[config.mk]
export PLATFORM = sky130hd
export DESIGN_NAME = lsu
export DESIGN_NICKNAME = d
export VERILOG_FILES = /design/src/design/rv_isa_pkg.sv /design/src/design/lsu.sv
export SDC_FILE = /design/constraint.sdc
export NUM_CORES = 1
export LEC_CHECK = 0
export ABC_AREA = 1
export BUFFER_PORTS_ARGS = -buffer_cell sky130_fd_sc_hd__buf_2
export CAP_MARGIN = 10
export CORE_AREA = 2 2 150 152
export DETAILED_ROUTE_END_ITERATION = 8
export DIE_AREA = 0 0 152 154
export PLACE_DENSITY_LB_ADDON = 0.2
export SETUP_SLACK_MARGIN = 0.3
export SYNTH_ARGS = -nofsm -noshare
export SYNTH_HDL_FRONTEND = slang
export SYNTH_SLANG_ARGS = --single-unit
[constraint.sdc]
create_clock -name vclk -period 1.6
set_input_delay 0.08 -clock vclk [all_inputs]
set_output_delay 0.08 -clock vclk [all_outputs]
set_load 0.02 [all_outputs]
[src/design/rv_isa_pkg.sv]
`default_nettype none

package rv_isa_pkg;

    // data path width, the lane logic in lsu is built for 64
    localparam int unsigned xlen = 64;

    // major opcodes, instruction bits [6:2]
    localparam logic [4:0] opc_load   = 5'b00000;
    localparam logic [4:0] opc_store  = 5'b01000;
    localparam logic [4:0] opc_system = 5'b11100;

    // memory access sizes in funct3
    localparam logic [2:0] f3_b  = 3'b000;
    localparam logic [2:0] f3_h  = 3'b001;
    localparam logic [2:0] f3_w  = 3'b010;
    localparam logic [2:0] f3_d  = 3'b011;
    localparam logic [2:0] f3_bu = 3'b100;
    localparam logic [2:0] f3_hu = 3'b101;
    localparam logic [2:0] f3_wu = 3'b110;

    // csr register forms in funct3
    localparam logic [2:0] f3_csrrw = 3'b001;
    localparam logic [2:0] f3_csrrs = 3'b010;
    localparam logic [2:0] f3_csrrc = 3'b011;

    // i-type layout, also used by loads and csr instructions
    typedef struct packed {
        logic [11:0] imm;
        logic [4:0]  rs1;
        logic [2:0]  funct3;
        logic [4:0]  rd;
        logic [6:0]  opcode;
    } load_fmt_s;

    // s-type layout
    typedef struct packed {
        logic [6:0] imm_hi;
        logic [4:0] rs2;
        logic [4:0] rs1;
        logic [2:0] funct3;
        logic [4:0] imm_lo;
        logic [6:0] opcode;
    } store_fmt_s;

    typedef union packed {
        load_fmt_s  ld;
        store_fmt_s st;
    } instr_u;

endpackage

`default_nettype wire

[src/design/lsu.sv]
`timescale 1ns/1ns
`default_nettype none

module lsu (
    input  logic                          rd_en_i,
    input  logic                          wr_en_i,
    input  logic [2:0]                    mem_op_i,
    input  logic [rv_isa_pkg::xlen-1:0]   addr_i,
    input  logic [rv_isa_pkg::xlen-1:0]   st_data_i,
    input  logic [rv_isa_pkg::xlen-1:0]   mem_rdata_i,
    output logic [rv_isa_pkg::xlen-1:0]   mem_addr_o,
    output logic                          mem_we_o,
    output logic [rv_isa_pkg::xlen-1:0]   mem_wdata_o,
    output logic [rv_isa_pkg::xlen-1:0]   ld_res_o
);

    import rv_isa_pkg::*;

    localparam int unsigned nbytes = xlen / 8;

    logic [7:0]        byte_lane;
    logic [15:0]       half_lane;
    logic [31:0]       word_lane;
    logic [xlen-1:0]   ld_val;
    logic [nbytes-1:0] lane_mask;
    logic [xlen-1:0]   st_lanes;

    // memory sees the full address, it drops the bits it cannot use
    assign mem_addr_o = addr_i;

    // load lanes
    // bits below the access size are ignored
    assign byte_lane = mem_rdata_i[{addr_i[2:0], 3'b000} +: 8];
    assign half_lane = mem_rdata_i[{addr_i[2:1], 4'b0000} +: 16];
    assign word_lane = mem_rdata_i[{addr_i[2], 5'b00000} +: 32];

    always_comb begin
        case (mem_op_i)
            f3_b: begin
                ld_val = {{(xlen - 8){byte_lane[7]}}, byte_lane};
            end
            f3_bu: begin
                ld_val = {{(xlen - 8){1'b0}}, byte_lane};
            end
            f3_h: begin
                ld_val = {{(xlen - 16){half_lane[15]}}, half_lane};
            end
            f3_hu: begin
                ld_val = {{(xlen - 16){1'b0}}, half_lane};
            end
            f3_w: begin
                ld_val = {{(xlen - 32){word_lane[31]}}, word_lane};
            end
            f3_wu: begin
                ld_val = {{(xlen - 32){1'b0}}, word_lane};
            end
            f3_d: begin
                ld_val = mem_rdata_i;
            end
            default: begin
                ld_val = '0;
            end
        endcase
    end

    // nothing on the result bus without a valid load
    assign ld_res_o = rd_en_i ? ld_val : '0;

    // store byte enables and data copied into every lane
    always_comb begin
        case (mem_op_i)
            f3_b: begin
                lane_mask = 8'b0000_0001 << addr_i[2:0];
                st_lanes  = {nbytes{st_data_i[7:0]}};
            end
            f3_h: begin
                lane_mask = 8'b0000_0011 << {addr_i[2:1], 1'b0};
                st_lanes  = {(nbytes / 2){st_data_i[15:0]}};
            end
            f3_w: begin
                lane_mask = 8'b0000_1111 << {addr_i[2], 2'b00};
                st_lanes  = {(nbytes / 4){st_data_i[31:0]}};
            end
            f3_d: begin
                lane_mask = '1;
                st_lanes  = st_data_i;
            end
            default: begin
                // no valid store size, the old word goes back unchanged
                lane_mask = '0;
                st_lanes  = st_data_i;
            end
        endcase
    end

    // merge the addressed lanes into the old word
    always_comb begin
        for (int b = 0; b < nbytes; b++) begin
            mem_wdata_o[b*8 +: 8] = lane_mask[b] ? st_lanes[b*8 +: 8] : mem_rdata_i[b*8 +: 8];
        end
    end

    assign mem_we_o = wr_en_i;

    // the decoder hands over funct3 as is, stores have no unsigned forms
    always_comb begin
        if (wr_en_i) begin
            a_store_op: assert final (!mem_op_i[2])
                else $error("lsu: store with access code %b", mem_op_i);
        end
    end

endmodule

`default_nettype wire

### Word level (Yosys, flattened, before mapping)

Cells that the tools add are included.
W data, S select, Z words.

* flip-flop bits (word level): 0
* latch bits: 0
* bits in writable memories: 0
* memory bits (read-only): 0
* input bits: 197
* memories: 0

* $add $sub $neg: 0
* $mul: 0
* div/mod/pow operators: 0
* $lt $le $gt $ge: 0
* equal/unequal tests: 6
* shift operators: 6
* multiplexer cells: 12
* bitwise operators: 0
* reductions and logical operators: 1

Operator list (count)
* $pmux W64 S7: 1
* $pmux W64 S3: 1
* $mux W64: 1
* $mux W8: 8
* $shiftx A64 B7 Y16: 1
* $shiftx A64 B7 Y32: 1
* $shiftx A64 B7 Y8: 1
* $pmux W8 S4: 1
* $eq A3 B3 Y1 const B: 3
* $shl A1 B3 Y8 const A: 1
* $shl A2 B3 Y8 const A: 1
* $shl A4 B3 Y8 const A: 1
* $eq A3 B2 Y1 const B: 2
* $eq A3 B1 Y1 const B: 1
* $logic_not A3 Y1: 1

### Logic depth before layout (Yosys ltp)

* word-level depth: 3
* mapped depth: 12

### Worst setup path after synthesis

No wires, ideal clock.

* path kind: input-to-output
* start point: input port addr_i[2] (netlist bit)
* end point: output port mem_wdata_o[19] (netlist bit)
* arrival: 1471 ps
* required time: 1520 ps
* setup slack: 49 ps
* cell stages on the path: 8
* buffers on the path: 2
* cell sequence: buf_4 > inv_2 > nand2_1 > inv_1 > nand2_2 > nand3_2 > buf_2 > o21ai_0

* word-level cells in the longest chain between the ends: 3
* elaborated cells between the ends (all ways): 5
* those cells by class: shift (3); mux (2)

RTL lines
* start, declared: RTL line lsu.sv:8 `input logic [rv_isa_pkg::xlen-1:0] addr_i,`
* $shl A4 B3 Y8, or another cell as far along: RTL line lsu.sv:81 `lane_mask = 8'b0000_1111 << {addr_i[2], 2'b00};`
* $pmux W8 S4 *: RTL line lsu.sv:71 `case (mem_op_i)`
* $mux W8 *: RTL line lsu.sv:99 `mem_wdata_o[b*8 +: 8] = lane_mask[b] ? st_lanes[b*8 +: 8] : mem_rdata_i[b*8 +: 8];`
* end, declared: RTL line lsu.sv:13 `output logic [rv_isa_pkg::xlen-1:0] mem_wdata_o,`

Mark *: on every way between the ends. The rest lies on a longest branch, timed or not.

### Final worst setup path

* start point: input port addr_i[0] (netlist bit)
* end point: output port ld_res_o[5] (netlist bit)

* word-level cells in the longest chain between the ends: 3

RTL lines
* $shiftx A64 B7 Y8: RTL line lsu.sv:33 `assign byte_lane = mem_rdata_i[{addr_i[2:0], 3'b000} +: 8];`
* $pmux W64 S7: RTL line lsu.sv:38 `case (mem_op_i)`
* $mux W64: RTL line lsu.sv:67 `assign ld_res_o = rd_en_i ? ld_val : '0;`
* end, declared: RTL line lsu.sv:14 `output logic [rv_isa_pkg::xlen-1:0] ld_res_o`

Every way passes these cells.

==> results.md <==
- Port buffer count: 266
- Shortest period the worst path allows: 1.49 ns
- Finished Cell Area: 0.00964 mm2
- Sw Pwr: 1.95 mW
- Final Cycle Share: 92.8%
- Final setup vio count: 0
- Die Area: 0.0234 mm2
- Top cells by area, synth: nand2_1 (32%), buf_4 (12%), nor2_1 (11%)
- Die Width: 152 um
- FMAX: 0.673 GHz
- Final wirelength: 33.0 mm
- Post-DP HPWL: 26.0 mm
- Post-place setup slack: -0.135 ns
- Fin. max-slew vios: 0
- Cell breakdown of the critical path: buf_6 -> buf_6 -> nand2_2 -> buf_4 -> nor2_1 -> nor2_2 -> nand3_1 -> nand3_1 -> a21oi_2 -> buf_6
- Worst path slowest cell: nor2_2
- CP startpoint kind: primary input
- Largest net degree at the start of global routing: 57
- Post-CTS Hold Buffers: 0
- Worst endpoint required time: 1.52 ns
- Hold_ws: 0.160 ns
- Antenna violations before repair: 1
- Number of global-route vias before repair: 7824
- Yosys warning total: 0
- N_diodes: 0
- HP Class: in -> out
- Seq cells: 0
- WP buf/inv: 4
- Slew headroom: 44.4%
- Total GRT Usage: 25.1%
- Syn nets: 1295
- Core box area: 0.0217 mm2
- Total power: 3.43 mW
- First-pass GRT wire length: 45.8 mm
- VDD IR max: 162 uV
- Top Family by Delay on Critical Path: simple AND/OR/NAND/NOR gates
- Max FO, Critical Path: 7
- Relative area change from synthesis to final layout: 94.5%
- Max Cap Viol: 0
- Clk pwr share: 0%
- Crit-path max cell delay: 0.19 ns
- Worst Tran Pin Value: 0.833 ns
- Outcome: finished, final reports clean
- Drc violations: 0
- Drt pass-1 iters: 5
- Post-synth cell types: 26
- Syn avg cell area: 4.51 um2
- Fin. Hold Viols: 0
- Crit path DAT: 1.41 ns
- WL/cell: 19.5 um
- Sequential group share of total power: 0%
- Hold path cells: 0
- Final setup margin: 0.115 ns
- Proportion of layout cells with a drive suffix above 1: 50.8%
- Worst Path Class, Setup: in -> out
- Pwr Density: 355 mW/mm2
- Critical Path End Type: output pin
- Routability cong.: 1.01
- Critical Path Stages: 10
- Most frequent cells in the layout: nand2_1 (356), buf_2 (155), nor2_1 (123), buf_4 (123), buf_6 (109)
- Area after DPL: 0.00719 mm2
- Yosys top cell by area: nand2_1
- I/O Pins: 390
- Area of the mapped netlist: 0.00496 mm2
- ANT nets after route: 0
- Cell row count: 54
- HP Start: addr_i[53]
- Vias per inst: 4.89
- Die height: 154 um
- Logic pwr share: 100.0%
- Mapped Cells: 1098
- Layout Nets: 1614
- CP startpoint: addr_i[0]
- Top cell type's share of synthesized area: 32.4%
- Initial core utilization: 22.9%
- Congestion Overflow GR: 0
- FF+latch area: 0 um2
- Iteration-0 DRC Markers: 627
- RSZ-0062 raised after global routing: yes
- Pint: 1.48 mW
- Net Sw Frac: 56.9%
- Clock buf count: 0
- Post-synthesis sequential area ratio: 0%
- Crit path top cell by count: buf_6
- Most common cell after layout, fill and taps aside: nand2_1
- Via count: 8294
- Leak: 5.53 nW
-- cells in the mapped netlist (3+ instances only) --
library cell / count
nand2_1: 428
nor2_1: 144
inv_1: 130
nand3_1: 94
buf_4: 80
a21oi_1: 56
o21ai_0: 42
o21ai_1: 26
buf_2: 23
inv_2: 10
clkbuf_1: 9
mux2i_1: 8
nand2_2: 8
nor2_4: 6
a22oi_1: 5
buf_1: 5
nor2_2: 5
buf_6: 4
nor3_1: 4
o22ai_1: 3
-- kinds of logic (layout without fill, tap and decap cells) --
kind of cell	after synthesis	count (layout)	synth area share [%]
compound gates	134	134	14.0
buf+inv	261	578	27.0
mux	8	8	1.62
simple gates	695	695	57.4
-- layout make-up --
type                            count  area (um2)
Fill cell                        2403       12000
Timing Repair inverter              1        6.26
Timing Repair Buffer              437        3990
Inverter                          140         573
Multi-Input combinational cell    837        4720
Tap cell                          280         350
-- power groups by stage --
stage	clock network (mW)	registers, mW	logic (mW)
finish	0	0	3.43
global route	0	0	3.64
CTS	0	0	3.01
detailed placement	0	0	2.58
global placement	0	0	2.59
floorplan	0	0	1.70
-- layer usage --
| layer | wire length, um | share of wire, % | vias to the layer above | track usage [%] |
|---|---|---|---|---|
| met4 | 1130 | 3.4 | 2 | 7.25 |
| met3 | 2070 | 6.3 | 75 | 2.73 |
| met5 | 13 | 0.039 | - | 0 |
| li1 | - | - | 3961 | - |
| met2 | 15700 | 48 | 381 | 43.8 |
| met1 | 14100 | 43 | 3875 | 32.7 |
-- worst paths after layout --
kind	end
setup / recovery	ld_res_o[5]
hold / removal	mem_addr_o[53]
-- metrics by stage --
| step | setup TNS (ns) | instances | utilization [%] |
|---|---|---|---|
| after detailed placement | -2.66 | 1647 | 33.2 |
| final | 0 | 1695 | 44.5 |
| after global routing | 0 | 1695 | 44.5 |
| after CTS | 0 | 1673 | 38.9 |
| after floorplan | 0 | 1098 | - |
| after global placement | -1.87 | 1647 | 33.2 |
-- repair_timing --
| action | in CTS | in global routing |
|---|---|---|
| endpoints found under the hold margin | 0 | 0 |
| pin swaps | 33 | 67 |
| gates resized for setup | 283 | 244 |
| buffers inserted | 18 | 12 |
| gates cloned | 8 | 10 |
| setup endpoints to repair | 128 | 128 |
(Power assumes the default switching activity.)
