### src/design/rv_isa_pkg.sv
`default_nettype none

package rv_isa_pkg;

    // data path width, the lane logic in lsu is built for 64
    localparam int unsigned xlen = 64;

    // major opcodes, instruction bits [6:2]
    localparam logic [4:0] opc_load   = 5'b00000;
    localparam logic [4:0] opc_store  = 5'b01000;
    localparam logic [4:0] opc_system = 5'b11100;

    // memory access sizes in funct3
    localparam logic [2:0] f3_b  = 3'b000;
    localparam logic [2:0] f3_h  = 3'b001;
    localparam logic [2:0] f3_w  = 3'b010;
    localparam logic [2:0] f3_d  = 3'b011;
    localparam logic [2:0] f3_bu = 3'b100;
    localparam logic [2:0] f3_hu = 3'b101;
    localparam logic [2:0] f3_wu = 3'b110;

    // csr register forms in funct3
    localparam logic [2:0] f3_csrrw = 3'b001;
    localparam logic [2:0] f3_csrrs = 3'b010;
    localparam logic [2:0] f3_csrrc = 3'b011;

    // i-type layout, also used by loads and csr instructions
    typedef struct packed {
        logic [11:0] imm;
        logic [4:0]  rs1;
        logic [2:0]  funct3;
        logic [4:0]  rd;
        logic [6:0]  opcode;
    } load_fmt_s;

    // s-type layout
    typedef struct packed {
        logic [6:0] imm_hi;
        logic [4:0] rs2;
        logic [4:0] rs1;
        logic [2:0] funct3;
        logic [4:0] imm_lo;
        logic [6:0] opcode;
    } store_fmt_s;

    typedef union packed {
        load_fmt_s  ld;
        store_fmt_s st;
    } instr_u;

endpackage

`default_nettype wire

### src/design/ls_ctrl.sv
`timescale 1ns/1ns
`default_nettype none

module ls_ctrl (
    input  logic                          valid_i,
    input  rv_isa_pkg::instr_u            instr_i,
    input  rv_isa_pkg::instr_u            instr_last_i,
    input  logic [rv_isa_pkg::xlen-1:0]   rs2_i,
    input  logic [rv_isa_pkg::xlen-1:0]   wb_data_i,
    output logic                          rd_en_o,
    output logic                          wr_en_o,
    output logic [2:0]                    mem_op_o,
    output logic [rv_isa_pkg::xlen-1:0]   st_data_o
);

    import rv_isa_pkg::*;

    logic last_is_load;
    logic fwd_hit;

    // memory op decode for the current instruction
    assign rd_en_o  = valid_i && (instr_i.ld.opcode[6:2] == opc_load);
    assign wr_en_o  = valid_i && (instr_i.st.opcode[6:2] == opc_store);
    assign mem_op_o = instr_i.ld.funct3;

    // previous load has not reached the register file yet
    assign last_is_load = (instr_last_i.ld.opcode[6:2] == opc_load);
    assign fwd_hit      = last_is_load && (instr_last_i.ld.rd == instr_i.st.rs2);

    // take the load's writeback value as store data on a match
    assign st_data_o = fwd_hit ? wb_data_i : rs2_i;

endmodule

`default_nettype wire

### config.mk
export PLATFORM = sky130hd
export DESIGN_NAME = ls_ctrl
export DESIGN_NICKNAME = d
export VERILOG_FILES = /design/src/design/rv_isa_pkg.sv /design/src/design/ls_ctrl.sv
export SDC_FILE = /design/constraint.sdc
export NUM_CORES = 1
export LEC_CHECK = 0
export ABC_AREA = 1
export BUFFER_PORTS_ARGS = -buffer_cell sky130_fd_sc_hd__buf_2
export CORE_AREA = 2 2 100 102
export DETAILED_ROUTE_END_ITERATION = 8
export DIE_AREA = 0 0 102 104
export SYNTH_ARGS = -nofsm -noshare
export SYNTH_HDL_FRONTEND = slang
export SYNTH_SLANG_ARGS = --single-unit
### constraint.sdc
create_clock -name vclk -period 1.5
set_clock_uncertainty 0.2 [all_clocks]
set_input_delay 0.3 -clock vclk [all_inputs]
set_output_delay 0.3 -clock vclk [all_outputs]
set_load 0.01 [all_outputs]
; Yosys cells after proc, flatten, opt, wreduce, memory -nomap -nowiden
; Index checks and enable logic that the tools add are counted.
[op_classes]
muxes = 1
eq_ne = 2
reduce_logical = 5
[ops]
columns = operator, count
row1 = two-way mux 64 bit, 1
row2 = logical NOT 5 bit, 2
row3 = "== test 5 x 4 -> 1 bit, second input constant", 1
row4 = == test 5 bit, 1
row5 = logical AND 1 bit, 3
[word_totals]
input_bits = 193
register_bits = 0
output_inout_bits = 69

; Longest topological paths before layout
; Gate-level depths: netlist of the first run.
[depth]
word_depth = 3
mapped_depth = 9
depth_no_buf = 8

; Worst setup path before layout of the first run
; Ideal clock, no wire load.
[synth_timing]
path_type = input to output
from = input port instr_i[20] (netlist name)
to = output port st_data_o[18] (netlist name)
cell_stages = 9
n_path_buf = 2
t_arrival_ns = 1.181
required_ns = 1.000
slack_ns = -0.181
cell_sequence = inv_1 -> nand2_1 -> nand2_1 -> nor2_1 -> nand2_2 -> buf_6 -> clkbuf_2 -> o21ai_0 -> nand2_1
[synth_between]
elab_chain_len = 3
[synth_lines]
columns = element, line_no
row1 = from (decl), ls_ctrl.sv:6  ; input rv_isa_pkg::instr_u instr_i,
row2 = == test 5 bit, ls_ctrl.sv:28  ; assign fwd_hit = last_is_load && (instr_last_i.ld.rd == instr_i.st.rs2);
row3 = logical AND 1 bit, ls_ctrl.sv:28
row4 = two-way mux 64 bit, ls_ctrl.sv:31  ; assign st_data_o = fwd_hit ? wb_data_i : rs2_i;
row5 = to (decl), ls_ctrl.sv:13  ; output logic [rv_isa_pkg::xlen-1:0] st_data_o
; No other way between the ends.

; Final worst setup path of the first run
[layout_timing]
from = input port instr_i[23] (netlist name)
to = output port st_data_o[25] (netlist name)
; The elaborated chain is that of the path after synthesis.

==> impl_metrics.py, run 1 <==
metrics = {
    "status": {
        "status": "complete, but fails checks",
        "violations": "negative setup slack",
    },
    "synthesis": {
        "synthTopCellsByCount": "nand2_1, o21ai_0, o21ai_1, inv_1, buf_6",
        "synth_top_area_share_pct": 46.9,
        "yosysTopAreaCell": "nand2_1",
        "syn_inst": 255,
        "synth.avg_cell_area_sq_um": 4.48,
        "syn_area_sq_um": 1140,
        "yosysSeqAreaShare_pct": 0,
        "synth_nets": 448,
        "synth_area_leaders": "nand2_1, o21ai_0, o21ai_1",
        "synth_most_common_cell": "nand2_1",
        "ys_warn_count": 0,
        "netlist-cell-type-count": 17,
    },
    "worst_setup_path": {
        "cp-startpoint": "instr_i[23]",
        "cp_max_fo": 5,
        "crit_buf_inv": 6,
        "path_common_cell": "nand2_4",
        "critPathSlowestCell": "nor2_8",
        "cp_cell_sequence": "buf_6, inv_8, nand2_4, nand2_4, nor2_4, nand2_4, nor2_8, buf_6, buf_12, buf_16, nand2_4, nand2_1, buf_2",
        "crit_path_max_incr_delay_ps": 130,
        "crit_type": "in2out",
        "cp.required_ps": 1000,
        "cp-end-kind": "primary output",
        "crit_arrival_ps": 1450,
        "critPathLaunchType": "input pin",
        "cp_top_family": "buffers and inverters",
    },
    "route": {
        "drt_wl_total_mm": 8.28,
        "drt_first_pass_iters": 4,
        "drt_iter0_drc": 43,
        "route.detailed.drc": 0,
        "vias_per_cell": 4.20,
        "vias": 2547,
        "routedWlPerCell_um": 13.7,
        "route.antenna.remaining_nets": 0,
    },
    "floorplanning": {
        "initial_core_util_pct": 12.0,
        "rows": 36,
        "io_pins": 262,
        "die_w_um": 102,
        "die_area_sq_um": 10600,
        "fp.dieH_um": 104,
        "fp.coreArea_sq_um": 9550,
    },
    "pwr": {
        "power.density_nw_per_um2": 205,
        "p_sw_share_pct": 47.2,
        "seqPwrFrac_pct": 0,
        "clock_power_share_pct": 0,
        "intPower_mw": 0.407,
        "p_switching_mw": 0.364,
        "comb_power_share_pct": 100.0,
        "peakVddDrop_mv": 0.183,
        "p_leak_nw": 1.92,
        "p_total_mw": 0.770,
    },
    "job": {
        "cap_violations": 0,
    },
    "sta": {
        "fin_crit_sh_pct": 130,
        "hold_violations": 0,
        "fin_tns_setup_ps": -25630,
        "post-route-min-period_ps": 1950,
        "clock.fmax_ghz": 0.514,
        "setup_ws_ps": -446,
        "relSlewSlack_pct": 79.0,
        "report.final.slew_viol_count": 0,
        "worstMarginPinSlew_ps": 315,
        "grt_setup_unrepaired": "true",
        "setup_viol": 64,
        "hold_slack_ps": 400,
    },
    "finish": {
        "layout.nets": 668,
        "finalNonFillerCells": 606,
        "drive_above_1_share_pct": 84.8,
        "clkbuf_count": 0,
        "design.seq.count": 0,
        "final_cell_area_sq_um": 3760,
        "multi_input_area_sq_um": 1550,
        "seq_area_sq_um": 0,
        "nFillCells": 937,
        "synthToLayoutAreaGrowth_pct": 229,
        "insertedDiodeCount": 0,
    },
    "worst_hold_path": {
        "hold_depth": 0,
        "hp-class": "in2out",
        "min_from": "instr_i[13]",
        "worstHoldEndpoint": "mem_op_o[1]",
    },
    "placed_design": {
        "io_buffers": 215,
        "gp_congestion": 0.724,
        "dpl.hpwl_mm": 5.06,
        "post_dp_cell_area_sq_um": 2660,
        "dpl.cell_count": 586,
    },
    "global_route": {
        "antenna_found_initial": 0,
        "grt_pass1_wl_mm": 11.2,
        "grt_usage_pct": 13.0,
        "grt_pass1_vias": 2429,
        "grt_max_degree": 40,
        "gr-total-overflow": 0,
    },
    "clock_network": {
        "holdBufCountCts": 0,
    },
}
[power groups by stage]
stage	Combinational (mW)	Sequential, mW	Clock, mW
floorplan	0.283	0	0
global placement	0.573	0	0
detailed placement	0.580	0	0
CTS	0.724	0	0
global route	0.828	0	0
finish	0.770	0	0
[cell type report]
type                            instances  area share, %
Inverter                               12           2.33
Multi-Input combinational cell        220           41.3
Tap cell                              133           4.42
Timing Repair Buffer                  241           52.0
[how the worst max path moves through the flow]
stage	endpoint	slack [ps]	cells past startpoint
final	st_data_o[25]	-450	13
after global placement	st_data_o[3]	-490	10
after detailed placement	st_data_o[36]	-550	10
after CTS	st_data_o[22]	-450	12
after global routing	st_data_o[25]	-500	13
after floorplan	st_data_o[54]	-130	9
[what timing repair did]
action,CTS,global route
buffers inserted,8,0
endpoints found under the setup margin,66,64
pin swaps,26,11
gates cloned,10,5
resized for setup,126,40
[kinds of logic (layout without fill, tap and decap cells)]
logic type	after synthesis	after routing	share of synthesized area [%]
simple gates	156	156	53.6
compound gates	64	64	28.0
buf+inv	35	253	18.4
[cells in the final DEF (no fill, tap or decap)]
cell type	n
buf_2	167
nor2_4	4
buf_16	11
nor2_8	1
nor2_1	1
o21ai_4	8
or2_4	1
buf_12	4
clkbuf_16	5
nand2_1	64
buf_8	2
nor3_1	1
o21ai_2	54
inv_8	4
inv_1	4
buf_6	51
clkinv_4	2
inv_4	1
o21ai_1	2
nor2_2	2
nand3_4	1
nand2_2	65
inv_2	1
nor3b_2	1
buf_4	1
nand2_4	15
[routing by layer]
layer  vias up  global-route usage, %  routed length (um)
met3         0                  0.672                 501
li1       1260                      -                   -
met4         0                   1.24                   0
met1      1168                   13.6                3050
met2       119                   27.9                4730
met5         -                      0                   0
[per-stage QoR]
step / setup slack [ps] / util (%)
floorplan: -134 / -
global placement: -487 / 27.9
detailed placement: -549 / 27.9
CTS: -454 / 37.0
global route: -504 / 39.4
finish: -446 / 39.4
(Power assumes the default switching activity.)
==> inputs of run 2 (changes only) <==
GPL_TIMING_DRIVEN = 0   (was default)
==> impl_metrics.py, run 2 (synthesized netlist as in run 1, its figures left out) <==
metrics = {
    "worst_hold_path": {
        "min_from": "instr_i[13]",
        "hp-class": "in2out",
        "worstHoldEndpoint": "mem_op_o[1]",
        "hold_depth": 2,
    },
    "worst_setup_path": {
        "cp_max_fo": 5,
        "cp-end-kind": "primary output",
        "path_common_cell": "nand2_2",
        "crit_type": "in2out",
        "cp.required_ps": 1000,
        "crit_path_max_incr_delay_ps": 160,
        "cp_top_family": "simple AND/OR/NAND/NOR gates",
        "crit_arrival_ps": 1540,
        "critPathSlowestCell": "nor2_8",
        "crit_buf_inv": 6,
        "cp_cell_sequence": "buf_8, inv_8, nand2_2, nand2_2, nor2_2, nand2_4, nor2_8, buf_12, buf_12, buf_8, nand2_2, nand2_2, buf_6",
        "critPathLaunchType": "input pin",
    },
    "route": {
        "drt_iter0_drc": 62,
        "drt_wl_total_mm": 8.05,
        "route.antenna.remaining_nets": 0,
        "routedWlPerCell_um": 12.8,
        "route.detailed.drc": 0,
        "drt_first_pass_iters": 4,
        "vias": 2593,
        "vias_per_cell": 4.12,
    },
    "finish": {
        "nFillCells": 938,
        "layout.nets": 691,
        "mostFrequentLayoutCell": "buf_2",
        "final_cell_area_sq_um": 4060,
        "drive_above_1_share_pct": 86.5,
        "design.seq.count": 0,
        "insertedDiodeCount": 0,
        "seq_area_sq_um": 0,
        "synthToLayoutAreaGrowth_pct": 255,
        "finalNonFillerCells": 629,
        "clkbuf_count": 0,
        "layout_common_cells": "buf_2, nand2_2, buf_6",
    },
    "global_route": {
        "grt_pass1_wl_mm": 11.1,
        "gr-total-overflow": 0,
        "grt_pass1_vias": 2473,
        "antenna_found_initial": 0,
        "grt_usage_pct": 12.6,
        "grt_max_degree": 11,
    },
    "sta": {
        "worstMarginPinSlew_ps": 266,
        "fin_crit_sh_pct": 136,
        "hold_violations": 0,
        "clock.fmax_ghz": 0.490,
        "relSlewSlack_pct": 82.2,
        "grt_setup_unrepaired": "true",
        "post-route-min-period_ps": 2040,
        "setup_viol": 64,
        "setup_ws_ps": -540,
        "report.final.slew_viol_count": 0,
    },
    "placed_design": {
        "gp_congestion": 0.695,
        "dpl.cell_count": 606,
        "dpl.hpwl_mm": 5.38,
        "post_dp_cell_area_sq_um": 2790,
        "io_buffers": 218,
    },
    "floorplanning": {
        "die_w_um": 102,
        "initial_core_util_pct": 12.0,
        "fp.coreArea_sq_um": 9550,
        "fp.dieH_um": 104,
        "die_area_sq_um": 10600,
        "io_pins": 262,
        "rows": 36,
    },
    "clock_network": {
        "holdBufCountCts": 0,
    },
    "job": {
        "cap_violations": 0,
    },
    "status": {
        "violations": "negative setup slack",
        "status": "complete, but fails checks",
    },
    "pwr": {
        "p_leak_nw": 2.15,
        "peakVddDrop_mv": 0.106,
        "power.density_nw_per_um2": 214,
    },
}
[run 2: cell types whose count changed in the layout (fill, tap and decap cells not counted), sizes merged]
cell / delta
clkbuf: +11
buf: +12
[run 2: worst max-delay path by stage]
stage                     from  cells after the start  slack [ps]             to
3_3_place_gp       instr_i[20]                     11        -630   st_data_o[3]
2_1_floorplan      instr_i[20]                      9        -130  st_data_o[54]
3_5_place_dp       instr_i[20]                     11        -640   st_data_o[2]
6_report           instr_i[23]                     13        -540  st_data_o[16]
5_1_grt            instr_i[23]                     13        -600  st_data_o[15]
4_1_cts        instr_last_i[3]                     13        -510   st_data_o[8]
[run 2: metrics by stage]
stage | setup slack [ps] | TNS, ps | utilization (%) | power [mW] | hold slack, ps
detailed placement | -643 | -38670 | 29.2 | 0.613 | 586
global route | -599 | -34430 | 42.5 | 0.931 | 591
floorplan | -134 | -7620 | - | 0.283 | 454
global placement | -628 | -37710 | 29.2 | 0.605 | 586
CTS | -507 | -29000 | 39.4 | 0.817 | 586
finish | -540 | -29780 | 42.5 | 0.869 | 585
[run 2: power breakdown]
part           internal (mW)  switching [mW]
logic                  0.483           0.386
registers                  0               0
clock network              0               0
[run 2: area by class of cell]
cell class / count / area [sq um] / area share [%]
Multi-Input combinational cell: 220 / 1590 / 39.3
Timing Repair Buffer: 241 / 1820 / 44.8
Buffer: 23 / 395 / 9.75
Inverter: 12 / 83.8 / 2.07
Tap cell: 133 / 166 / 4.10
[run 2: metal layers]
layer	track usage (%)	wire [um]	vias to the layer above
met3	0.806	491	2
met4	0.571	26	0
li1	-	-	1297
met1	12.8	2720	1167
met5	0	0	-
met2	27.7	4820	127
[run 2: what timing repair did]
item | CTS | global route
gates resized for setup | 155 | 58
pin swaps | 24 | 15
cloned | 13 | 2
setup buffers | 9 | 0
endpoints found under the setup margin | 65 | 65
