## src/design/rv_isa_pkg.sv

```systemverilog
`default_nettype none

package rv_isa_pkg;

    // data path width, the lane logic in lsu is built for 64
    localparam int unsigned xlen = 64;

    // major opcodes, instruction bits [6:2]
    localparam logic [4:0] opc_load   = 5'b00000;
    localparam logic [4:0] opc_store  = 5'b01000;
    localparam logic [4:0] opc_system = 5'b11100;

    // memory access sizes in funct3
    localparam logic [2:0] f3_b  = 3'b000;
    localparam logic [2:0] f3_h  = 3'b001;
    localparam logic [2:0] f3_w  = 3'b010;
    localparam logic [2:0] f3_d  = 3'b011;
    localparam logic [2:0] f3_bu = 3'b100;
    localparam logic [2:0] f3_hu = 3'b101;
    localparam logic [2:0] f3_wu = 3'b110;

    // csr register forms in funct3
    localparam logic [2:0] f3_csrrw = 3'b001;
    localparam logic [2:0] f3_csrrs = 3'b010;
    localparam logic [2:0] f3_csrrc = 3'b011;

    // i-type layout, also used by loads and csr instructions
    typedef struct packed {
        logic [11:0] imm;
        logic [4:0]  rs1;
        logic [2:0]  funct3;
        logic [4:0]  rd;
        logic [6:0]  opcode;
    } load_fmt_s;

    // s-type layout
    typedef struct packed {
        logic [6:0] imm_hi;
        logic [4:0] rs2;
        logic [4:0] rs1;
        logic [2:0] funct3;
        logic [4:0] imm_lo;
        logic [6:0] opcode;
    } store_fmt_s;

    typedef union packed {
        load_fmt_s  ld;
        store_fmt_s st;
    } instr_u;

endpackage

`default_nettype wire

```

## src/design/csr_pkg.sv

```systemverilog
`default_nettype none

package csr_pkg;

    // machine trap setup and handling addresses
    localparam logic [11:0] csr_mtvec    = 12'h305;
    localparam logic [11:0] csr_mscratch = 12'h340;
    localparam logic [11:0] csr_mepc     = 12'h341;

    // default trap vector when the top level sets none
    localparam logic [rv_isa_pkg::xlen-1:0] mtvec_rst_default = 64'h0000_0000_8000_0000;

    // mepc and mscratch come out of reset cleared
    localparam logic [rv_isa_pkg::xlen-1:0] mepc_rst     = '0;
    localparam logic [rv_isa_pkg::xlen-1:0] mscratch_rst = '0;

endpackage

`default_nettype wire

```

## src/design/csr_file.sv

```systemverilog
`timescale 1ns/1ns
`default_nettype none

module csr_file #(
    parameter logic [rv_isa_pkg::xlen-1:0] MTVEC_RESET = csr_pkg::mtvec_rst_default
) (
    input  logic                          clk,
    input  logic                          rst_n_i,
    input  logic                          valid_i,
    input  logic                          trap_i,
    input  logic [rv_isa_pkg::xlen-1:0]   pc_i,
    input  rv_isa_pkg::instr_u            instr_i,
    input  logic [rv_isa_pkg::xlen-1:0]   wdata_i,
    output logic [rv_isa_pkg::xlen-1:0]   csr_data_o,
    output logic [rv_isa_pkg::xlen-1:0]   mtvec_o,
    output logic [rv_isa_pkg::xlen-1:0]   mepc_o
);

    import rv_isa_pkg::*;
    import csr_pkg::*;

    logic [xlen-1:0] mtvec_q;
    logic [xlen-1:0] mepc_q;
    logic [xlen-1:0] mscratch_q;
    logic [11:0]     csr_addr;
    logic [2:0]      csr_op;
    logic            is_csr;
    logic            csr_we;
    logic            trap_take;
    logic            mepc_we;
    logic [xlen-1:0] csr_old;
    logic [xlen-1:0] csr_new;

    // csr address sits in the i-type immediate
    assign csr_addr  = instr_i.ld.imm;
    assign csr_op    = instr_i.ld.funct3;
    assign is_csr    = valid_i && (instr_i.ld.opcode[6:2] == opc_system) && (csr_op != 3'b000);
    assign trap_take = valid_i && trap_i;

    // old value, unknown addresses read as zero
    always_comb begin
        case (csr_addr)
            csr_mtvec:    csr_old = mtvec_q;
            csr_mepc:     csr_old = mepc_q;
            csr_mscratch: csr_old = mscratch_q;
            default:      csr_old = '0;
        endcase
    end

    always_comb begin
        csr_we  = is_csr;
        csr_new = csr_old;
        case (csr_op)
            f3_csrrw: csr_new = wdata_i;
            f3_csrrs: csr_new = csr_old | wdata_i;
            f3_csrrc: csr_new = csr_old & ~wdata_i;
            default:  csr_we  = 1'b0;
        endcase
    end

    assign mepc_we = csr_we && (csr_addr == csr_mepc);

    always_ff @(posedge clk or negedge rst_n_i) begin
        if (!rst_n_i) begin
            mtvec_q    <= MTVEC_RESET;
            mepc_q     <= mepc_rst;
            mscratch_q <= mscratch_rst;
        end else begin
            if (csr_we && (csr_addr == csr_mtvec)) begin
                mtvec_q <= csr_new;
            end
            if (csr_we && (csr_addr == csr_mscratch)) begin
                mscratch_q <= csr_new;
            end
            // trap pc wins over a software write in the same cycle
            if (trap_take) begin
                mepc_q <= pc_i;
            end else if (mepc_we) begin
                mepc_q <= csr_new;
            end
        end
    end

    assign csr_data_o = is_csr ? csr_old : '0;
    assign mtvec_o    = mtvec_q;
    assign mepc_o     = mepc_q;

    // mepc only moves on a trap or its own write
    a_mepc_hold: assert property (@(posedge clk) disable iff (!rst_n_i)
        (!trap_take && !mepc_we) |=> $stable(mepc_o))
        else $error("csr_file: mepc changed without trap or write");

endmodule

`default_nettype wire

```

## config.mk

```make
export PLATFORM = sky130hd
export DESIGN_NAME = csr_file
export DESIGN_NICKNAME = d
export VERILOG_FILES = /design/src/design/rv_isa_pkg.sv /design/src/design/csr_pkg.sv /design/src/design/csr_file.sv
export SDC_FILE = /design/constraint.sdc
export NUM_CORES = 1
export LEC_CHECK = 0
export BUFFER_PORTS_ARGS = -buffer_cell sky130_fd_sc_hd__buf_2
export CORE_ASPECT_RATIO = 1.1
export CORE_UTILIZATION = 50
export DETAILED_ROUTE_END_ITERATION = 10
export PLACE_DENSITY = 0.79
export SLEW_MARGIN = 20
export SYNTH_ARGS = -nofsm -noshare
export SYNTH_HDL_FRONTEND = slang
export SYNTH_SLANG_ARGS = --single-unit
```

## constraint.sdc

```tcl
create_clock -name clk -period 6.6 [get_ports clk]
set_clock_uncertainty 0.1 [all_clocks]
set_input_delay 1.32 -clock clk [delete_from_list [all_inputs] [get_ports clk]]
set_output_delay 1.32 -clock clk [all_outputs]
set_load 0.02 [all_outputs]
```

Yosys cells after proc, flatten, opt, wreduce, memory -nomap -nowiden

Index checks and enable logic that the tools add are counted.

Logic and storage cells: 28
Output and inout bits: 192
Input bits: 164
Bits in registers: 192

Equality and inequality tests: 7
Muxes and demuxes: 6
Reduce and logical (&&, ||, !) cells: 9
Bitwise logic cells: 3

Operators by type and width:

| operator                                                          | count |
|---|---|
| 64-bit one-hot mux with 3 select lines                            | 2 |
| 64-bit two-way mux                                                | 3 |
| 64-bit bitwise AND                                                | 1 |
| 64-bit inverter                                                   | 1 |
| 64-bit OR                                                         | 1 |
| 12-bit by 10-bit == test with 1-bit output, second input constant | 3 |
| 3-bit by 2-bit == test with 1-bit output, second input constant   | 2 |
| 1-bit logical AND                                                 | 6 |
| 5-bit == test, second input constant                              | 1 |
| 3-bit by 1-bit == test with 1-bit output, second input constant   | 1 |
| 3-bit nonzero test                                                | 1 |
| 3-bit OR reduction                                                | 1 |
| 2-bit nonzero test                                                | 1 |
| 1-bit two-way mux                                                 | 1 |

Logic depth before layout (Yosys ltp)

Gate-level depths: netlist of run 1.

Depth in word-level cells: 7
Mapped depth: 10

Worst setup path before layout of run 1

OpenSTA, ideal clock, no wires.

Path kind: input to output
Start point: input port instr_i[31] (netlist name)
End point: output port csr_data_o[37] (netlist name)
Slack: 1.790 ns
Stages on the path: 6
Arrival: 3.390 ns
Required time: 5.180 ns
Cells stage by stage: nand4bb_1 -> or4b_4 -> buf_6 -> or4_4 -> buf_6 -> nor3_1

Word-level cells in the longest chain between the ends: 3
Elaborated cells on any way between the ends: 5
Classes of those cells: eq/ne (3); mux (2)

Ends and longest elaborated chain:

| item                                       | RTL line       | source |
|---|---|---|
| start, declared                            | csr_file.sv:12 | `input rv_isa_pkg::instr_u instr_i,` |
| 12-bit by 10-bit == test with 1-bit output | csr_file.sv:42 | `case (csr_addr)` |
| 64-bit one-hot mux with 3 select lines *   | csr_file.sv:42 |  |
| 64-bit two-way mux *                       | csr_file.sv:84 | `assign csr_data_o = is_csr ? csr_old : '0;` |
| end, declared                              | csr_file.sv:14 | `output logic [rv_isa_pkg::xlen-1:0] csr_data_o,` |

Mark *: on every way between the ends. The rest lies on a longest branch, timed or not.

Worst setup path after layout of run 1

Start point: input port instr_i[21] (netlist name)
End point: output port csr_data_o[37] (netlist name)

Same word-level chain as after synthesis.

==> reports/qor.yml, run 1 <==
grt_pass1_vias: 11000
switching_share: 0.298
power_mw: 2.73
nFillCells: 1902
htreeDepth: 4
overflow: 0
core_sq_um: 22000
area_delta_synth_final_pct: 20.8
crit_slowest_cell: "or4_4"
drv_cap: 0
place_inst: 1801
cts.clk_slew.worst_paths_ns: 0.07
hold_viol_final: 0
multi_input_area_sq_um: 5820
clock_sinks: 192
cts_tree: "done"
peakVddDrop_v: 0.000152
cts_post_setup_buffers_inserted: 0
die-width_um: 145
portBuffers: 343
seq_power_share: 0.463
final_max_slew_viol_count: 0
slew_headroom: 0.348
cts.root.buffer_cell: "clkbuf_16"
cts_buffers: 17
drive_above_1_share: 0.265
tns_ns: 0
combPwrFrac: 0.166
drtPass1Iterations: 5
dpl.hpwl_um: 23500
required_ns: 5.18
io_pins: 356
fmax_ghz: 0.182
p_switching_mw: 0.814
period_needed_ns: 5.48
cp_max_fo: 64
synthFlopType: "dfrtp_1"
critPathBufInv: 3
ys_async_sr_fraction: 1.00
die_h_um: 159
regArea_sq_um: 4810
netlist_instances: 1277
globalplace.congestion: 0.878
grt.total_usage: 0.336
num-nets-final: 1689
fin_util: 0.613
postCtsHoldBufs: 0
seq_area_frac_synth: 0.430
clkPwrFrac: 0.371
setup_viol: 0
ant_nets: 0
via_per_inst: 6.25
drtIter0Drc: 826
rows: 57
clk_latency_ns: 0.44
wl_um: 38000
antenna_found_initial: 8
drc: 0
initial_core_util: 0.508
cpPeakStageDelay_ns: 0.92
intPower_mw: 1.92
synth-edff-count: 0
rsz0062_at_grt: "no"
avgSynthCellArea_sq_um: 8.76
fin_cells: 1840
max-clock-path-buffers: 2
crit_path_cell_trace: "buf_2 > nor3_1 > buf_4 > or4b_4 > or4_4 > nor3_1 > buf_2"
grt_pass1_wl_um: 59500
p_per_area_nw_per_um2: 202
end_kind: "primary output"
detail_route.wl_per_cell_um: 20.6
period_share: 0.831
yosys_warnings: 0
hold_class: "flip-flop to flip-flop"
vias: 11500
hold_ws_ns: 0.383
status: "complete, no violations"
worstSetupStartpointType: "input port"
synth_seq_cells: 192
worstMarginPinSlew_ns: 0.975
critPathArrivalTime_ns: 4.06
synth_cell_types: 39
grt_max_degree: 102
cts-resized-gates: 0
path_class: "input port to primary output"
cp_top_family: "simple AND/OR/NAND/NOR gates"
p_leak_nw: 6.48
die_area_sq_um: 23000
mappedNetlistNets: 1441
syn_area_sq_um: 11200
==> cells in the final DEF (no fill, tap or decap), types with 4 or more instances in the layout <==
master,synthesis,final
buf_4,0,25
nor3_1,4,4
o311ai_0,40,40
inv_1,5,5
xnor2_1,23,23
nand2b_1,81,81
a22oi_1,63,63
o21ai_0,251,251
dfrtp_1,191,191
a211oi_1,63,63
clkinvlp_4,0,5
clkbuf_16,0,17
diode_2,0,7
buf_2,4,338
nand2_1,194,194
nor2_1,64,64
and4b_1,127,127
==> worst reg2reg max path, cell delays in order, from the launching register on <==
cell	delay (ns)
dfrtp_1	0.39
and4b_1	0.19
a211oi_1	0.57
o311ai_0	0.18
o21ai_0	0.19
o21ai_0	0.14
==> power by group through the flow <==
| stage | Sequential, mW | Combinational (mW) | Clock [mW] |
|---|---|---|---|
| 3_3_place_gp | 1.29 | 0.441 | 0 |
| 3_5_place_dp | 1.29 | 0.449 | 0 |
| 2_1_floorplan | 1.34 | 0.191 | 0 |
| 6_report | 1.27 | 0.452 | 1.01 |
| 5_1_grt | 1.27 | 0.495 | 1.07 |
| 4_1_cts | 1.26 | 0.451 | 1.02 |
==> Yosys cell counts (all sizes together) (5+ instances only) <==
cell | count | area [sq um]
buf | 16 | 125
and2 | 5 | 31.3
a22oi | 63 | 473
dfrtp | 191 | 4780
nor2 | 64 | 240
and4b | 127 | 1270
nand2 | 194 | 728
xnor2 | 23 | 201
clkbuf | 120 | 450
o21ai | 253 | 1270
o311ai | 40 | 350
inv | 5 | 18.8
a211oi | 63 | 473
nand2b | 81 | 507
==> per-layer routing <==
layer  share of wire  GRT usage  up-vias
li1                -          -     5193
met1            0.39      0.435     5606
met2            0.48      0.530      611
met3           0.088     0.0769       89
met4           0.034      0.160        2
met5         0.00045          0        -
==> final cells by class <==
type | count | area share
sequential | 192 | 0.356
inverter | 5 | 0.00139
clock buffer | 20 | 0.0323
clock inverter | 12 | 0.00926
tap | 295 | 0.0273
antenna | 7 | 0.00130
multi-input combinational | 944 | 0.431
timing repair buffer | 365 | 0.142
==> cell families (layout without fill, tap and decap cells) <==
kind of cell / after synthesis / in the layout / share of synthesized area
AO/OA/AOI/OAI: 425 / 425 / 0.234
AND/OR/NAND/NOR: 493 / 493 / 0.263
buffers and inverters: 141 / 402 / 0.0531
other: 0 / 7 / 0
XOR/XNOR: 23 / 23 / 0.0180
adder cells (fa/ha/maj): 1 / 1 / 0.000895
multiplexers: 2 / 2 / 0.00179
flip-flops: 192 / 192 / 0.430
==> metrics by stage <==
stage	setup WS, ns	instance area, sq um
floorplan	1.79	11200
global placement	1.20	12900
detailed placement	1.19	12900
CTS	1.19	13500
global route	1.00	13500
finish	1.12	13500
==> worst paths after layout <==
check | startpoint | to | slack [ns] | cells past startpoint
min reg2reg | mscratch_q[19] | mscratch_q[19] | 0.38 | 2
min in group asynchronous | rst_n_i | mepc_o[44] | 0.81 | 1
max in group asynchronous | rst_n_i | mscratch_q[15] | 4.03 | 2
max reg2reg | mtvec_o[50] | mscratch_q[50] | 4.69 | 5
min | mscratch_q[19] | mscratch_q[19] | 0.38 | 2
max | instr_i[21] | csr_data_o[37] | 1.12 | 7
==> state kept, by name, summed over array words and instances (netlist names) <==
signal	cells
mscratch_q	64
mtvec_o	64
mepc_o	64
No activity file was read; power rests on OpenSTA's default activity.
==> inputs of run 2 (changes only) <==
- CORE_UTILIZATION: 50 -> 47
- PLACE_DENSITY: 0.79 -> 0.78
- clock period: 6.6 -> 4.5 ns (I/O delays scaled with it)
==> reports/qor.yml, run 2 (synthesis results as in run 1) <==
cts.clk_slew.worst_paths_ns: 0.07
end_kind: "primary output"
nFillCells: 2053
switching_share: 0.290
final_cell_mix: "buf_2, o21ai_0, nand2_1"
critPathArrivalTime_ns: 3.12
drtPass1Iterations: 5
drv_cap: 0
dpl.hpwl_um: 24900
cts.root.buffer_cell: "clkbuf_16"
cp_max_fo: 28
final_common_cell: "buf_2"
final_max_slew_viol_count: 0
vias: 11400
placed_cell_area_sq_um: 13000
grt_pass1_wl_um: 59600
drive_above_1_share: 0.269
final_area_sq_um: 13600
clk_latency_ns: 0.43
peakVddDrop_v: 0.000213
ant_nets: 0
io_pins: 356
die_h_um: 164
tns_ns: 0
cts_post_setup_buffers_inserted: 0
fin_util: 0.591
fin_ws_ns: 0.378
grt_pass1_vias: 11000
reg2reg_slack_ns: 2.54
fmax_ghz: 0.243
cts_tree: "done"
cts-resized-gates: 0
hold_viol_final: 0
wl_um: 38300
drtIter0Drc: 854
grt.total_usage: 0.315
status: "complete, no violations"
num-nets-final: 1697
intPower_mw: 2.89
p_per_area_nw_per_um2: 299
place_ws_ns: 0.397
seq_power_share: 0.456
die-width_um: 149
required_ns: 3.50
setup_viol: 0
rsz0062_at_grt: "no"
drc: 0
max-clock-path-buffers: 2
grt_max_degree: 89
cts_buffers: 17
worstMarginPinSlew_ns: 0.890
p_leak_nw: 6.55
slew_headroom: 0.406
overflow: 0
portBuffers: 343
initial_core_util: 0.485
clkPwrFrac: 0.380
area_delta_synth_final_pct: 21.9
postCtsHoldBufs: 0
path_class: "input port to primary output"
antenna_found_initial: 9
hold_class: "input port to asynchronous set/reset pin"
p_switching_mw: 1.18
period_share: 0.916
clock_sinks: 192
core_sq_um: 23100
worstSetupStartpointType: "input port"
rows: 58
via_per_inst: 6.18
combPwrFrac: 0.164
die_area_sq_um: 24400
globalplace.congestion: 0.878
period_needed_ns: 4.12
detail_route.wl_per_cell_um: 20.7
htreeDepth: 4
## run 2: per-layer routing
| metal | track usage | vias to the layer above | part of all wire |
|---|---|---|---|
| li1 | - | 5191 | - |
| met1 | 0.407 | 5568 | 0.41 |
| met2 | 0.507 | 586 | 0.48 |
| met3 | 0.0642 | 85 | 0.080 |
| met4 | 0.145 | 6 | 0.030 |
| met5 | 0 | - | 0.0012 |
## run 2: critical path, cell delays in order
cell and delay, ns:
buf_2 0.09, nand4bb_1 0.32, or4b_4 0.59, or4_4 0.60, buf_4 0.26, nor2_1 0.15
buf_2 0.17
## run 2: worst paths after layout
kind / from / endpoint / cells past startpoint
max: instr_i[31] / csr_data_o[19] / 7
min: rst_n_i / mepc_o[44] / 1
max reg2reg: mtvec_o[40] / mepc_o[40] / 5
min reg2reg: mscratch_q[37] / mscratch_q[37] / 2
max in group asynchronous: rst_n_i / mepc_o[61] / 2
min in group clk: mscratch_q[37] / mscratch_q[37] / 2
## run 2: per-stage QoR
step	power, mW	hold slack, ns	std cells
after detailed placement	2.55	0.371	1814
after global placement	2.54	0.362	1814
after global routing	4.24	0.407	1851
final	4.07	0.363	1851
after floorplan	2.25	0.351	1277
after CTS	4.08	0.386	1845
## run 2: final cells by class
type	instances	area [sq um]	area share
multi-input combinational	944	5820	0.427
sequential	192	4810	0.352
timing repair buffer	373	2010	0.147
clock buffer	21	460	0.0338
tap	300	375	0.0275
clock inverter	10	125	0.00918
inverter	5	18.8	0.00138
antenna	6	15.0	0.00110
## run 2: power groups by stage
stage          clock, mW  combinational, mW  sequential, mW
3_5_place_dp           0              0.662            1.89
6_report            1.55              0.667            1.86
2_1_floorplan          0              0.280            1.97
3_3_place_gp           0              0.649            1.89
4_1_cts             1.56              0.665            1.86
5_1_grt             1.64              0.730            1.87
==> inputs of run 3 (changes only) <==
- ABC_AREA: default -> 1
- CORE_UTILIZATION: 47 -> 49
==> reports/qor.yml, run 3 <==
status: "complete, no violations"
dpl.hpwl_um: 30600
syn_area_sq_um: 13100
num-nets-final: 2474
yosys_warnings: 0
synth_top_area_frac: 0.365
seq_area_frac_synth: 0.367
synth_common_cells: "nand2_1, nand3_1, dfrtp_1"
tns_ns: 0
power_mw: 4.14
grt_max_degree: 109
min_to: "mscratch_q[29]"
worstSetupStartpointType: "input port"
drive_above_1_share: 0.202
required_ns: 3.50
cts-resized-gates: 0
final_cell_mix: "nand2_1, nand3_1, buf_2"
clock_sinks: 192
via_per_inst: 5.78
r2r-start: "mtvec_o[50]"
yosysTopAreaCell: "dfrtp_1"
synthFlopType: "dfrtp_1"
worstMarginPinSlew_ns: 1.16
reg2reg_to: "mscratch_q[50]"
synth.area.top_cells: "dfrtp_1, nand2_1, nand3_1, inv_1, nand4_1"
p_leak_nw: 8.92
final_common_cell: "nand2_1"
drtIter0Drc: 1658
final_max_slew_viol_count: 0
rsz0062_at_grt: "no"
htreeDepth: 4
cts_tree: "done"
drc: 0
portBuffers: 343
end_kind: "primary output"
synth_cell_types: 28
ant_nets: 0
hold_ws_ns: 0.385
core_sq_um: 26200
hold_class: "flip-flop to flip-flop"
hold_viol_final: 0
cts_buffers: 17
vias: 15500
drv_cap: 0
clk_latency_ns: 0.45
grt_pass1_wl_um: 77200
avgSynthCellArea_sq_um: 6.40
reg2reg_slack_ns: 3.20
antenna_found_initial: 6
detail_route.wl_per_cell_um: 18.6
grt_pass1_vias: 14900
period_needed_ns: 3.80
p_per_area_nw_per_um2: 267
netlist_instances: 2048
slew_headroom: 0.225
mappedNetlistNets: 2212
yosysMostFrequentCell: "nand2_1"
rows: 62
die-width_um: 158
peakVddDrop_v: 0.000238
die_h_um: 173
critPathArrivalTime_ns: 2.80
max-clock-path-buffers: 2
fmax_ghz: 0.263
globalplace.congestion: 0.895
postCtsHoldBufs: 0
setup_viol: 0
die_area_sq_um: 27400
cts.clk_slew.worst_paths_ns: 0.08
ys_async_sr_fraction: 1.00
drtPass1Iterations: 8
wl_um: 49800
period_share: 0.843
cts.root.buffer_cell: "clkbuf_16"
io_pins: 356
grt.total_usage: 0.364
reg2regPathDepth: 6
hp-start: "mscratch_q[29]"
cp_max_fo: 29
synth_seq_cells: 192
cts_post_setup_buffers_inserted: 0
path_class: "input port to primary output"
initial_core_util: 0.500
area_delta_synth_final_pct: 18.4
synth-edff-count: 0
hold_depth: 2
overflow: 0
==> run 3: cell types whose count changed in the layout (fill, tap and decap cells not counted), sizes merged, moves of 56 or more <==
cell,delta
a21oi,+69
nand2,+746
and4b,-127
nand3,+429
a211oi,-63
o21ai,-237
nand2b,-81
nand4,+56
inv,+105
a22oi,-63
==> run 3: kinds of logic (layout without fill, tap and decap cells) <==
logic type,count (synthesis),in the layout,synth area share
buffers and inverters,289,564,0.0990
DFF,192,192,0.367
other,0,5,0
and+or+nand+nor,1457,1457,0.489
AOI/OAI and AO/OA,110,110,0.0454
==> run 3: metal layers <==
layer / wire length (um) / vias up / track usage
li1: - / 7133 / -
met1: 18800 / 7099 / 0.454
met2: 22800 / 1065 / 0.572
met3: 5830 / 195 / 0.0783
met4: 2360 / 4 / 0.223
met5: 22 / - / 0
==> run 3: area by class of cell <==
type | count | area, sq um
Tap cell | 352 | 440
Sequential cell | 192 | 4810
Inverter | 156 | 592
Clock inverter | 15 | 174
Multi-Input combinational cell | 1567 | 7020
Clock buffer | 17 | 425
Timing Repair Buffer | 376 | 2050
Fill cell | 2550 | 10700
Antenna cell | 5 | 12.5
==> run 3: where the power goes <==
part	switching (mW)	total [mW]	internal, mW
Combinational	0.435	0.652	0.217
Clock	0.762	1.60	0.837
Sequential	0.0897	1.89	1.80
==> run 3: stage by stage <==
| stage | instances | setup slack [ns] | area, sq um | util |
|---|---|---|---|---|
| after floorplan | 2048 | 1.28 | 13100 | - |
| after global routing | 2678 | 0.581 | 15500 | 0.591 |
| after global placement | 2643 | 0.763 | 14900 | 0.568 |
| after detailed placement | 2643 | 0.754 | 14900 | 0.568 |
| final | 2680 | 0.705 | 15500 | 0.592 |
| after CTS | 2675 | 0.737 | 15500 | 0.591 |
==> run 3: how the worst max path moves through the flow <==
stage,startpoint,end,slack [ns]
floorplan,instr_i[31],csr_data_o[0],1.28
global placement,instr_i[21],csr_data_o[36],0.76
detailed placement,instr_i[24],csr_data_o[33],0.75
CTS,instr_i[25],csr_data_o[33],0.74
global route,instr_i[31],csr_data_o[41],0.58
finish,instr_i[25],csr_data_o[33],0.70
==> run 3: worst max-delay path, cell delays in order <==
cell and delay [ns]:
buf_2 0.11, inv_1 0.05, nand3_1 0.15, nor2_1 0.27, nand2_2 0.15, inv_4 0.38
buf_4 0.30, nand3_1 0.12, a21oi_1 0.16, buf_2 0.20
